File: config.mk
export PLATFORM = sky130hd
export DESIGN_NAME = life_matrix
export DESIGN_NICKNAME = d
export VERILOG_FILES = /design/src/hdl/life_pkg.sv /design/src/hdl/cell_array.sv /design/src/hdl/generation_timer.sv /design/src/hdl/scan_counter.sv /design/src/hdl/board_register.sv /design/src/hdl/matrix_driver.sv /design/src/hdl/life_matrix.sv
export SDC_FILE = /design/constraint.sdc
export NUM_CORES = 1
export LEC_CHECK = 0
export ABC_AREA = 1
export ABC_CLOCK_PERIOD_IN_PS = 3800
export BUFFER_PORTS_ARGS = -buffer_cell sky130_fd_sc_hd__buf_4
export CORE_MARGIN = 4
export CORE_UTILIZATION = 28
export DETAILED_ROUTE_END_ITERATION = 8
export GPL_ROUTABILITY_DRIVEN = 0
export RECOVER_POWER = 100
export SKIP_LAST_GASP = 1
export SLEW_MARGIN = 10
export SYNTH_ARGS = -nofsm -noshare
export SYNTH_HDL_FRONTEND = slang
export SYNTH_SLANG_ARGS = --single-unit
File: constraint.sdc
create_clock -name clk -period 3.8 [get_ports clk]
set_clock_uncertainty 0.2 [all_clocks]
set_input_delay 0.57 -clock clk [delete_from_list [all_inputs] [get_ports clk]]
set_output_delay 0.57 -clock clk [all_outputs]
set_load 0.02 [all_outputs]
File: src/hdl/life_pkg.sv
package life_pkg;

    // board geometry
    localparam int BOARD_SIDE  = 8;
    localparam int BOARD_CELLS = BOARD_SIDE * BOARD_SIDE;

    // line s sits in bits 8s..8s+7, cell (s, r) is bit 8s+r
    typedef logic [BOARD_CELLS-1:0] board_t;
    typedef logic [BOARD_SIDE-1:0]  line_t;
    typedef logic [2:0]             scan_t;

    // selectable start patterns
    typedef enum logic [1:0] {
        PAT_OCTAGON = 2'd0,
        PAT_BLINKER = 2'd1,
        PAT_GLIDER  = 2'd2,
        PAT_BLOCK   = 2'd3
    } pattern_t;

    // seed board for a given pattern
    function automatic board_t seed_board(input pattern_t pat);
        board_t b;
        b = '0;
        case (pat)
            PAT_OCTAGON: begin
                // symmetric ring, same either bit order
                b = 64'b00011000_00100100_01000010_10000001_10000001_01000010_00100100_00011000;
            end
            PAT_BLINKER: begin
                // three in a row on line 3
                b[3*BOARD_SIDE + 3] = 1'b1;
                b[3*BOARD_SIDE + 4] = 1'b1;
                b[3*BOARD_SIDE + 5] = 1'b1;
            end
            PAT_GLIDER: begin
                b[0*BOARD_SIDE + 1] = 1'b1;
                b[1*BOARD_SIDE + 2] = 1'b1;
                b[2*BOARD_SIDE + 0] = 1'b1;
                b[2*BOARD_SIDE + 1] = 1'b1;
                b[2*BOARD_SIDE + 2] = 1'b1;
            end
            default: begin
                // 2x2 still life in the middle
                b[3*BOARD_SIDE + 3] = 1'b1;
                b[3*BOARD_SIDE + 4] = 1'b1;
                b[4*BOARD_SIDE + 3] = 1'b1;
                b[4*BOARD_SIDE + 4] = 1'b1;
            end
        endcase
        return b;
    endfunction

endpackage

File: src/hdl/cell_array.sv
`timescale 1ns/1ps

module cell_array import life_pkg::*; (
    input  board_t board,
    output board_t next_board
);

    // state of cell (s, r), zero when off the board
    function automatic logic [3:0] alive_at(input board_t b, input int s, input int r);
        logic [3:0] v;
        v = 4'd0;
        if (s >= 0 && s < BOARD_SIDE && r >= 0 && r < BOARD_SIDE) begin
            v = {3'b000, b[s*BOARD_SIDE + r]};
        end
        return v;
    endfunction

    // one rule slice per cell
    for (genvar s = 0; s < BOARD_SIDE; s++) begin : g_line
        for (genvar r = 0; r < BOARD_SIDE; r++) begin : g_cell
            logic [3:0] neighbors;
            logic       alive;

            assign alive = board[s*BOARD_SIDE + r];

            // eight surrounding cells, no wrap at the edges
            assign neighbors = alive_at(board, s - 1, r - 1)
                             + alive_at(board, s - 1, r)
                             + alive_at(board, s - 1, r + 1)
                             + alive_at(board, s,     r - 1)
                             + alive_at(board, s,     r + 1)
                             + alive_at(board, s + 1, r - 1)
                             + alive_at(board, s + 1, r)
                             + alive_at(board, s + 1, r + 1);

            // birth on three, survival on two or three
            assign next_board[s*BOARD_SIDE + r] = (neighbors == 4'd3) ||
                                                  (alive && (neighbors == 4'd2));
        end
    end

endmodule

File: src/hdl/generation_timer.sv
`timescale 1ns/1ps

module generation_timer #(
    parameter int GEN_PERIOD = 1000
) (
    input  logic clk,
    input  logic reset,
    output logic gen_pulse
);

    localparam int CNT_W = $clog2(GEN_PERIOD);
    localparam logic [CNT_W-1:0] LAST     = CNT_W'(GEN_PERIOD - 1);
    localparam logic [CNT_W-1:0] PRE_LAST = CNT_W'(GEN_PERIOD - 2);

    logic [CNT_W-1:0] count;

    // free running count, wraps after the pulse cycle
    always_ff @(posedge clk) begin
        if (reset) begin
            count     <= '0;
            gen_pulse <= 1'b0;
        end else begin
            if (count == LAST) begin
                count <= '0;
            end else begin
                count <= count + 1'b1;
            end
            // pulse registered so it lines up with count == LAST
            gen_pulse <= (count == PRE_LAST);
        end
    end

    // strobe is a single cycle wide
    a_pulse_single: assert property (@(posedge clk) disable iff (reset)
        gen_pulse |=> !gen_pulse);

endmodule

File: src/hdl/scan_counter.sv
`timescale 1ns/1ps

module scan_counter import life_pkg::*; #(
    parameter int SCAN_DIV = 1
) (
    input  logic  clk,
    input  logic  reset,
    output scan_t scan_index
);

    // prescaler needs at least one bit even for SCAN_DIV of 1
    localparam int DIV_W = (SCAN_DIV > 1) ? $clog2(SCAN_DIV) : 1;
    localparam logic [DIV_W-1:0] DIV_LAST = DIV_W'(SCAN_DIV - 1);

    logic [DIV_W-1:0] prescale;

    always_ff @(posedge clk) begin
        if (reset) begin
            prescale   <= '0;
            scan_index <= '0;
        end else if (prescale == DIV_LAST) begin
            prescale   <= '0;
            // 3-bit index wraps 7 -> 0 by itself
            scan_index <= scan_index + 1'b1;
        end else begin
            prescale <= prescale + 1'b1;
        end
    end

endmodule

File: src/hdl/board_register.sv
`timescale 1ns/1ps

module board_register import life_pkg::*; (
    input  logic     clk,
    input  logic     reset,
    input  logic     run,
    input  pattern_t pattern,
    input  logic     gen_pulse,
    input  board_t   next_board,
    output board_t   board
);

    logic advance;

    // step only on a strobe while running
    assign advance = gen_pulse && run;

    // seed on reset, next generation on advance, otherwise hold
    always_ff @(posedge clk) begin
        if (reset) begin
            board <= seed_board(pattern);
        end else if (advance) begin
            board <= next_board;
        end
    end

    // no strobe, no change
    a_hold_no_pulse: assert property (@(posedge clk)
        (!reset && !gen_pulse) |=> $stable(board));

endmodule

File: src/hdl/matrix_driver.sv
`timescale 1ns/1ps

module matrix_driver import life_pkg::*; (
    input  logic                  clk,
    input  logic                  reset,
    input  scan_t                 scan_index,
    input  board_t                board,
    output line_t                 rows_out,
    output logic [BOARD_SIDE-1:0] columns_out
);

    logic [BOARD_SIDE-1:0] column_sel;
    line_t                 line_sel;

    // one-hot column select from the scan index
    assign column_sel = {{(BOARD_SIDE-1){1'b0}}, 1'b1} << scan_index;

    // current line of the board
    assign line_sel = board[scan_index*BOARD_SIDE +: BOARD_SIDE];

    // both outputs registered in the same edge so they stay aligned
    always_ff @(posedge clk) begin
        if (reset) begin
            // all LEDs dark
            columns_out <= '0;
            rows_out    <= '1;
        end else begin
            columns_out <= column_sel;
            // rows sink current, so a live cell drives low
            rows_out    <= ~line_sel;
        end
    end

    // at most one column lit
    a_columns_onehot0: assert property (@(posedge clk)
        $onehot0(columns_out));

endmodule

File: src/hdl/life_matrix.sv
`timescale 1ns/1ps

module life_matrix import life_pkg::*; #(
    // clocks between generations
    parameter int GEN_PERIOD = 12_000_000,
    // clocks per displayed line
    parameter int SCAN_DIV   = 1500
) (
    input  logic                  clk,
    input  logic                  reset,
    input  logic                  run,
    input  pattern_t              pattern,
    output line_t                 rows_out,
    output logic [BOARD_SIDE-1:0] columns_out
);

    logic   gen_pulse;
    scan_t  scan_index;
    board_t board;
    board_t next_board;

    // generation strobe
    generation_timer #(
        .GEN_PERIOD(GEN_PERIOD)
    ) gen_timer0 (
        .clk      (clk),
        .reset    (reset),
        .gen_pulse(gen_pulse)
    );

    // line scan for the display
    scan_counter #(
        .SCAN_DIV(SCAN_DIV)
    ) scan0 (
        .clk       (clk),
        .reset     (reset),
        .scan_index(scan_index)
    );

    // live board state
    board_register board0 (
        .clk       (clk),
        .reset     (reset),
        .run       (run),
        .pattern   (pattern),
        .gen_pulse (gen_pulse),
        .next_board(next_board),
        .board     (board)
    );

    // life rule
    cell_array cells0 (
        .board     (board),
        .next_board(next_board)
    );

    // led matrix outputs
    matrix_driver driver0 (
        .clk        (clk),
        .reset      (reset),
        .scan_index (scan_index),
        .board      (board),
        .rows_out   (rows_out),
        .columns_out(columns_out)
    );

endmodule

== Yosys cells after proc, flatten, opt, wreduce, memory -nomap -nowiden ==
Cells that the tools add are included.

* Bits in registers: 119
* Input bits: 5
* Logic and storage cells: 644

* Add/sub/neg operators: 352
* Eq/ne operators: 133
* Shift-type cells: 2
* Muxes and demuxes: 13
* Bitwise gates (word level): 1
* Reduce and logical (&&, ||, !) cells: 135

{| class="wikitable"
|+ Operator list
! kind !! count
|-
| $add 4x1->4 || 292
|-
| $eq 4x2->1 const B || 128
|-
| $mux 64 || 2
|-
| $add 1x1->2 || 57
|-
| $logic_and 1x1->1 || 65
|-
| $logic_or 1x1->1 || 64
|-
| $shiftx 64x7->8 || 1
|-
| $eq 24x24->1 const B || 2
|-
| $add 24x1->24 const B || 1
|-
| $mux 24 || 1
|-
| $add 11x1->11 const B || 1
|-
| $eq 11x11->1 const B || 1
|-
| $mux 3 || 3
|-
| $not 8->8 || 1
|-
| $shl 1x3->8 const A || 1
|-
| $mux 6 || 1
|-
| $pmux 3 s2 || 1
|-
| $reduce_or 2->1 || 3
|-
| $mux 2 || 2
|-
| $add 3x1->3 const B || 1
|-
| $mux 1 || 3
|-
| $reduce_or 3->1 || 1
|-
| $eq 2x1->1 const B || 1
|-
| $eq 2x2->1 const B || 1
|-
| other kinds (2) || 2
|}

== Depth between registers and ports, before layout ==
* Depth after elaboration: 12
* Depth in mapped cells: 13
* Gate-level depth less buffers: 13

== Hierarchy ==
From an unflattened synthesis, not the netlist that was laid out.

* Cell total of the unflattened synthesis: 1659
* Area, all modules: 13930.9 um2

{| class="wikitable"
|+ Modules (own cells, without submodules)
! module !! times used !! cells an instance !! area an instance (um2) !! sequential area each (um2)
|-
| cell_array || 1 || 971 || 8190.4 || 0.0
|-
| board_register || 1 || 217 || 2603.7 || 1911.8
|-
| generation_timer || 1 || 195 || 1356.3 || 500.5
|-
| matrix_driver || 1 || 192 || 1127.3 || 320.3
|-
| scan_counter || 1 || 84 || 653.1 || 280.3
|}

== Worst setup path before layout ==
No wires, ideal clock.

* Path kind: register -> register
* From: reg board0.board[9]
* To: reg board0.board[17] (data pin)
* Library setup time: 0.130 ns
* Arrival time: 2.949 ns
* Required time: 3.470 ns
* Slack: 0.521 ns
* Stages on the path, launching flop included: 12
* Path buffers: 0
* Clock period less this slack: 3.279 ns
* Path through: edfxtp_1 -> ha_1 -> inv_1 -> fa_1 -> fa_1 -> inv_1 -> fa_1 -> inv_1 -> fa_1 -> nor3_1 -> nand4_1 -> nand2_1

* Cells in the longest elaborated chain, start to end: 12
* Elaborated cells between the ends (all ways): 13
* Those cells by class: add/sub (7); eq/ne (2); mux (2); reduce/logical (2)

{| class="wikitable"
|+ RTL lines
! what !! RTL line !! text
|-
| start: declaration || board_register.sv:10 || <nowiki>output board_t board</nowiki>
|-
| start signal: assignment || board_register.sv:21 || <nowiki>board <= seed_board(pattern);</nowiki>
|-
| start signal: assignment || board_register.sv:23 || <nowiki>board <= next_board;</nowiki>
|-
| $add 1x1->2 (*) || cell_array.sv:28 || <nowiki>+ alive_at(board, s - 1, r)</nowiki>
|-
| $add 4x1->4 (*) || cell_array.sv:29 || <nowiki>+ alive_at(board, s - 1, r + 1)</nowiki>
|-
| $add 4x1->4 (*) || cell_array.sv:30 || <nowiki>+ alive_at(board, s, r - 1)</nowiki>
|-
| $add 4x1->4 (*) || cell_array.sv:31 || <nowiki>+ alive_at(board, s, r + 1)</nowiki>
|-
| $add 4x1->4 (*) || cell_array.sv:32 || <nowiki>+ alive_at(board, s + 1, r - 1)</nowiki>
|-
| $add 4x1->4 (*) || cell_array.sv:33 || <nowiki>+ alive_at(board, s + 1, r)</nowiki>
|-
| $add 4x1->4 (*) || cell_array.sv:34 || <nowiki>+ alive_at(board, s + 1, r + 1);</nowiki>
|-
| $eq 4x2->1 || cell_array.sv:38 || <nowiki>(alive && (neighbors == 4'd2));</nowiki>
|-
| $logic_and 1x1->1 || cell_array.sv:38 ||
|-
| $logic_or 1x1->1 (*) || cell_array.sv:37 || <nowiki>assign next_board[s*BOARD_SIDE + r] = (neighbors == 4'd3) ||</nowiki>
|-
| $mux 64 (*) || board_register.sv:22 || <nowiki>end else if (advance) begin</nowiki>
|-
| $mux 64 (*) || board_register.sv:20 || <nowiki>if (reset) begin</nowiki>
|}

Every way passes the cells marked *; elsewhere a longest branch is shown, timed or not. The select of a mux whose other input is x is not followed.
A chain may end at the register's enable or synchronous reset.

== Worst setup path after layout ==
* From: reg scan0.scan_index[0]
* To: reg driver0.rows_out[2]

* Cells in the longest elaborated chain, start to end: 2

{| class="wikitable"
|+ RTL lines
! what !! RTL line !! text
|-
| start: declaration || scan_counter.sv:8 || <nowiki>output scan_t scan_index</nowiki>
|-
| start signal: assignment || scan_counter.sv:24 || <nowiki>scan_index <= scan_index + 1'b1;</nowiki>
|-
| $shiftx 64x7->8 || matrix_driver.sv:19 || <nowiki>assign line_sel = board[scan_index*BOARD_SIDE +: BOARD_SIDE];</nowiki>
|-
| $not 8->8 || matrix_driver.sv:30 || <nowiki>rows_out <= ~line_sel;</nowiki>
|-
| end signal: assignment || matrix_driver.sv:30 ||
|-
| end: declaration || matrix_driver.sv:8 || <nowiki>output line_t rows_out,</nowiki>
|}

No other way between the ends.

==> impl_results.md <==
* Outcome: finished with violations
* Violated checks: capacitance limit, slew limit
* Synth Warn # at 0
* Total CTS buffers at 17
* Worst Tran Pin Value at 2.66 ns
* Average size of a mapped cell at 8.94 um2
* Synth area leader: fa_1
* Period utilization at 93.4%
* Initial Util at 28.6%
* Resized cells post-CTS at 0
* P per Cell Area at 346 nW/um2
* Unrepaired setup endpoints after global routing: false
* Fmax achieved at 282 MHz
* DPL Wire Length at 23100 um
* Post-synthesis cell type count at 42
* Final Max Tran Viols at 117
* Antenna violations before repair at 0
* Maximum Capacitance Violations at 2
* Die height at 229 um
* Final ANT Viol Nets at 0
* Tmin final at 3.55 ns
* Hold WC Path Type: flop to flop
* Final Power at 5.25 mW
* Register area share after synthesis at 22.0%
* CTS HTree Levels at 4
* CP most frequent cell: o21ai_0
* Top cells by area, synth: fa_1 29%, ha_1 15%, edfxtp_1 14%
* Clock sink count at 119
* Remaining global-route overflow at 0
* # diodes at 0
* GRT Util Overall at 12.3%
* Clock buffer depth at 2
* Max transition margin at -77.1%
* Critical Path Max Stage Delay at 1.88 ns
* Final setup violation count at 0
* Share of the synthesized area in the top cell type at 28.6%
* Core area at 48000 um2
* Largest net degree at the start of global routing at 64
* # port buffers at 20
* First-pass GRT wire length at 53000 um
* WP data required at 3.93 ns
* Routed vias/inst at 4.50
* Critical path endpoint category: flop
* CTS tree: yes
* Ys async rst share at 0%
* Most frequent cells in the layout: 415 x inv_1, 196 x fa_1, 168 x ha_1
* CP arrival at 3.68 ns
* Clock slew at reported path FFs at 0.06 ns
* Via count at 9938
* Vias in the first global route at 10600
* Root Buffer: clkbuf_16
* Max rail drop VDD at 0.224 mV
* Flip-flop and latch count after synthesis at 119
* DRC viols at 0
* Syn nets at 1904
* Crit start category: flop
* Clock network latency to the later pin of the worst-skew pair at 0.44 ns
* Number of synthesized flops with an enable pin at 63
* Ports at 21
* Pre-antenna DRT Iters at 7
* Most used DFF post-synth: edfxtp_1
* Commonest non-fill, non-tap cell in the layout: inv_1
* Share of cells above drive strength 1 at 4.46%
* Fin Setup TNS at 0 ns
* Final wirelength at 30800 um
* Worst path cell trace: clkbuf_1 > o21ai_0 > a21oi_1 > o21ai_0 > nand2_1 > inv_1
* Post-CTS Setup Inserts at 0
* Fin nets at 1947
* Slowest-stage cell, CP: clkbuf_1
* Hold Vio Cnt, Final at 0
* Synth Cell Area at 13700 um2
* Mapped Cells at 1535
* Static Leakage at 7.28 nW
* Die width at 229 um
* Hold_buf cts at 0
* Wire length per cell at 13.9 um
* Area Growth Syn to Fin at 10.7%
* FP Rows at 80
* CP Max Fanout at 52
* Die Area at 52600 um2
* Category of the most critical setup path: flop to flop
* Initial DRC count at 579
==> routing by layer <==
layer / vias to the layer above / GRT usage, % / part of all wire [%]
met5: - / 0 / 0
met1: 4859 / 16.2 / 45
met3: 39 / 1.79 / 4.0
met2: 169 / 21.4 / 50
met4: 0 / 2.97 / 1.5
li1: 4871 / - / -
==> cell type report <==
| class | count | area [um2] |
|---|---|---|
| clock buffer | 22 | 528 |
| clock inverter | 10 | 76.3 |
| fill | 4993 | 32800 |
| inverter | 420 | 1580 |
| multi-input combinational | 976 | 8990 |
| sequential | 119 | 3010 |
| tap | 615 | 769 |
| timing repair buffer | 44 | 238 |
==> logic make-up after synthesis <==
group,count (synthesis),share of synthesized area (%)
adders and majority gates,364,43.9
buffers and inverters,440,12.4
DFF,119,22.0
AOI/OAI and AO/OA,165,6.60
and+or+nand+nor,423,13.6
xor gates and xnor gates,24,1.53
==> Yosys cell counts, types with 5 or more instances <==
library cell and n:
edfxtp_1 63, nand3_1 62, o21ai_0 63, nor4_1 9, fa_1 196, xor2_1 19
nor3_1 21, buf_2 7, inv_1 415, nor2_1 135, nand4_1 16, dfxtp_1 56
a31oi_1 19, o211ai_1 15, ha_1 168, clkbuf_1 5, xnor2_1 5, a21oi_1 59
nand2_1 159
==> worst paths after layout <==
check / startpoint / endpoint / slack (ns) / cells past startpoint
setup / recovery: scan0.scan_index[0] / driver0.rows_out[2] / 0.25 / 6
hold / removal: scan0.prescale[0] / scan0.prescale[0] / 0.25 / 1
setup reg to reg: scan0.scan_index[0] / driver0.rows_out[2] / 0.25 / 6
hold reg to reg: scan0.prescale[0] / scan0.prescale[0] / 0.25 / 1
==> sequential cells by signal, indices dropped and copies added (netlist names) <==
register              cells
board0.board             64
driver0.columns_out       8
driver0.rows_out          8
gen_timer0.count         24
gen_timer0.gen_pulse      1
scan0.prescale           11
scan0.scan_index          3
==> report_power, final <==
part	internal, mW	switching (mW)
combinational	0.894	1.17
sequential	1.41	0.0800
clock	0.996	0.709
==> per-stage QoR <==
stage          setup WS, ns  hold WS [ns]  utilization, %  area, um2  std cells
2_1_floorplan         0.521         0.218               -      13700       1535
3_3_place_gp          0.334         0.230            30.6      14700       2174
3_5_place_dp          0.287         0.244            30.6      14700       2174
4_1_cts               0.264         0.254            31.9      15300       2206
5_1_grt              0.0228         0.279            31.6      15200       2206
6_report              0.251         0.249            31.6      15200       2206
==> worst max-delay path: cells and delay by family, from the launching register on <==
family,cells,cell delay [ns]
AND/OR/NAND/NOR,1,0.17
AO/OA/AOI/OAI,3,0.81
buffers and inverters,2,1.93
flip-flops,1,0.32
No activity file was read; power rests on OpenSTA's default activity.
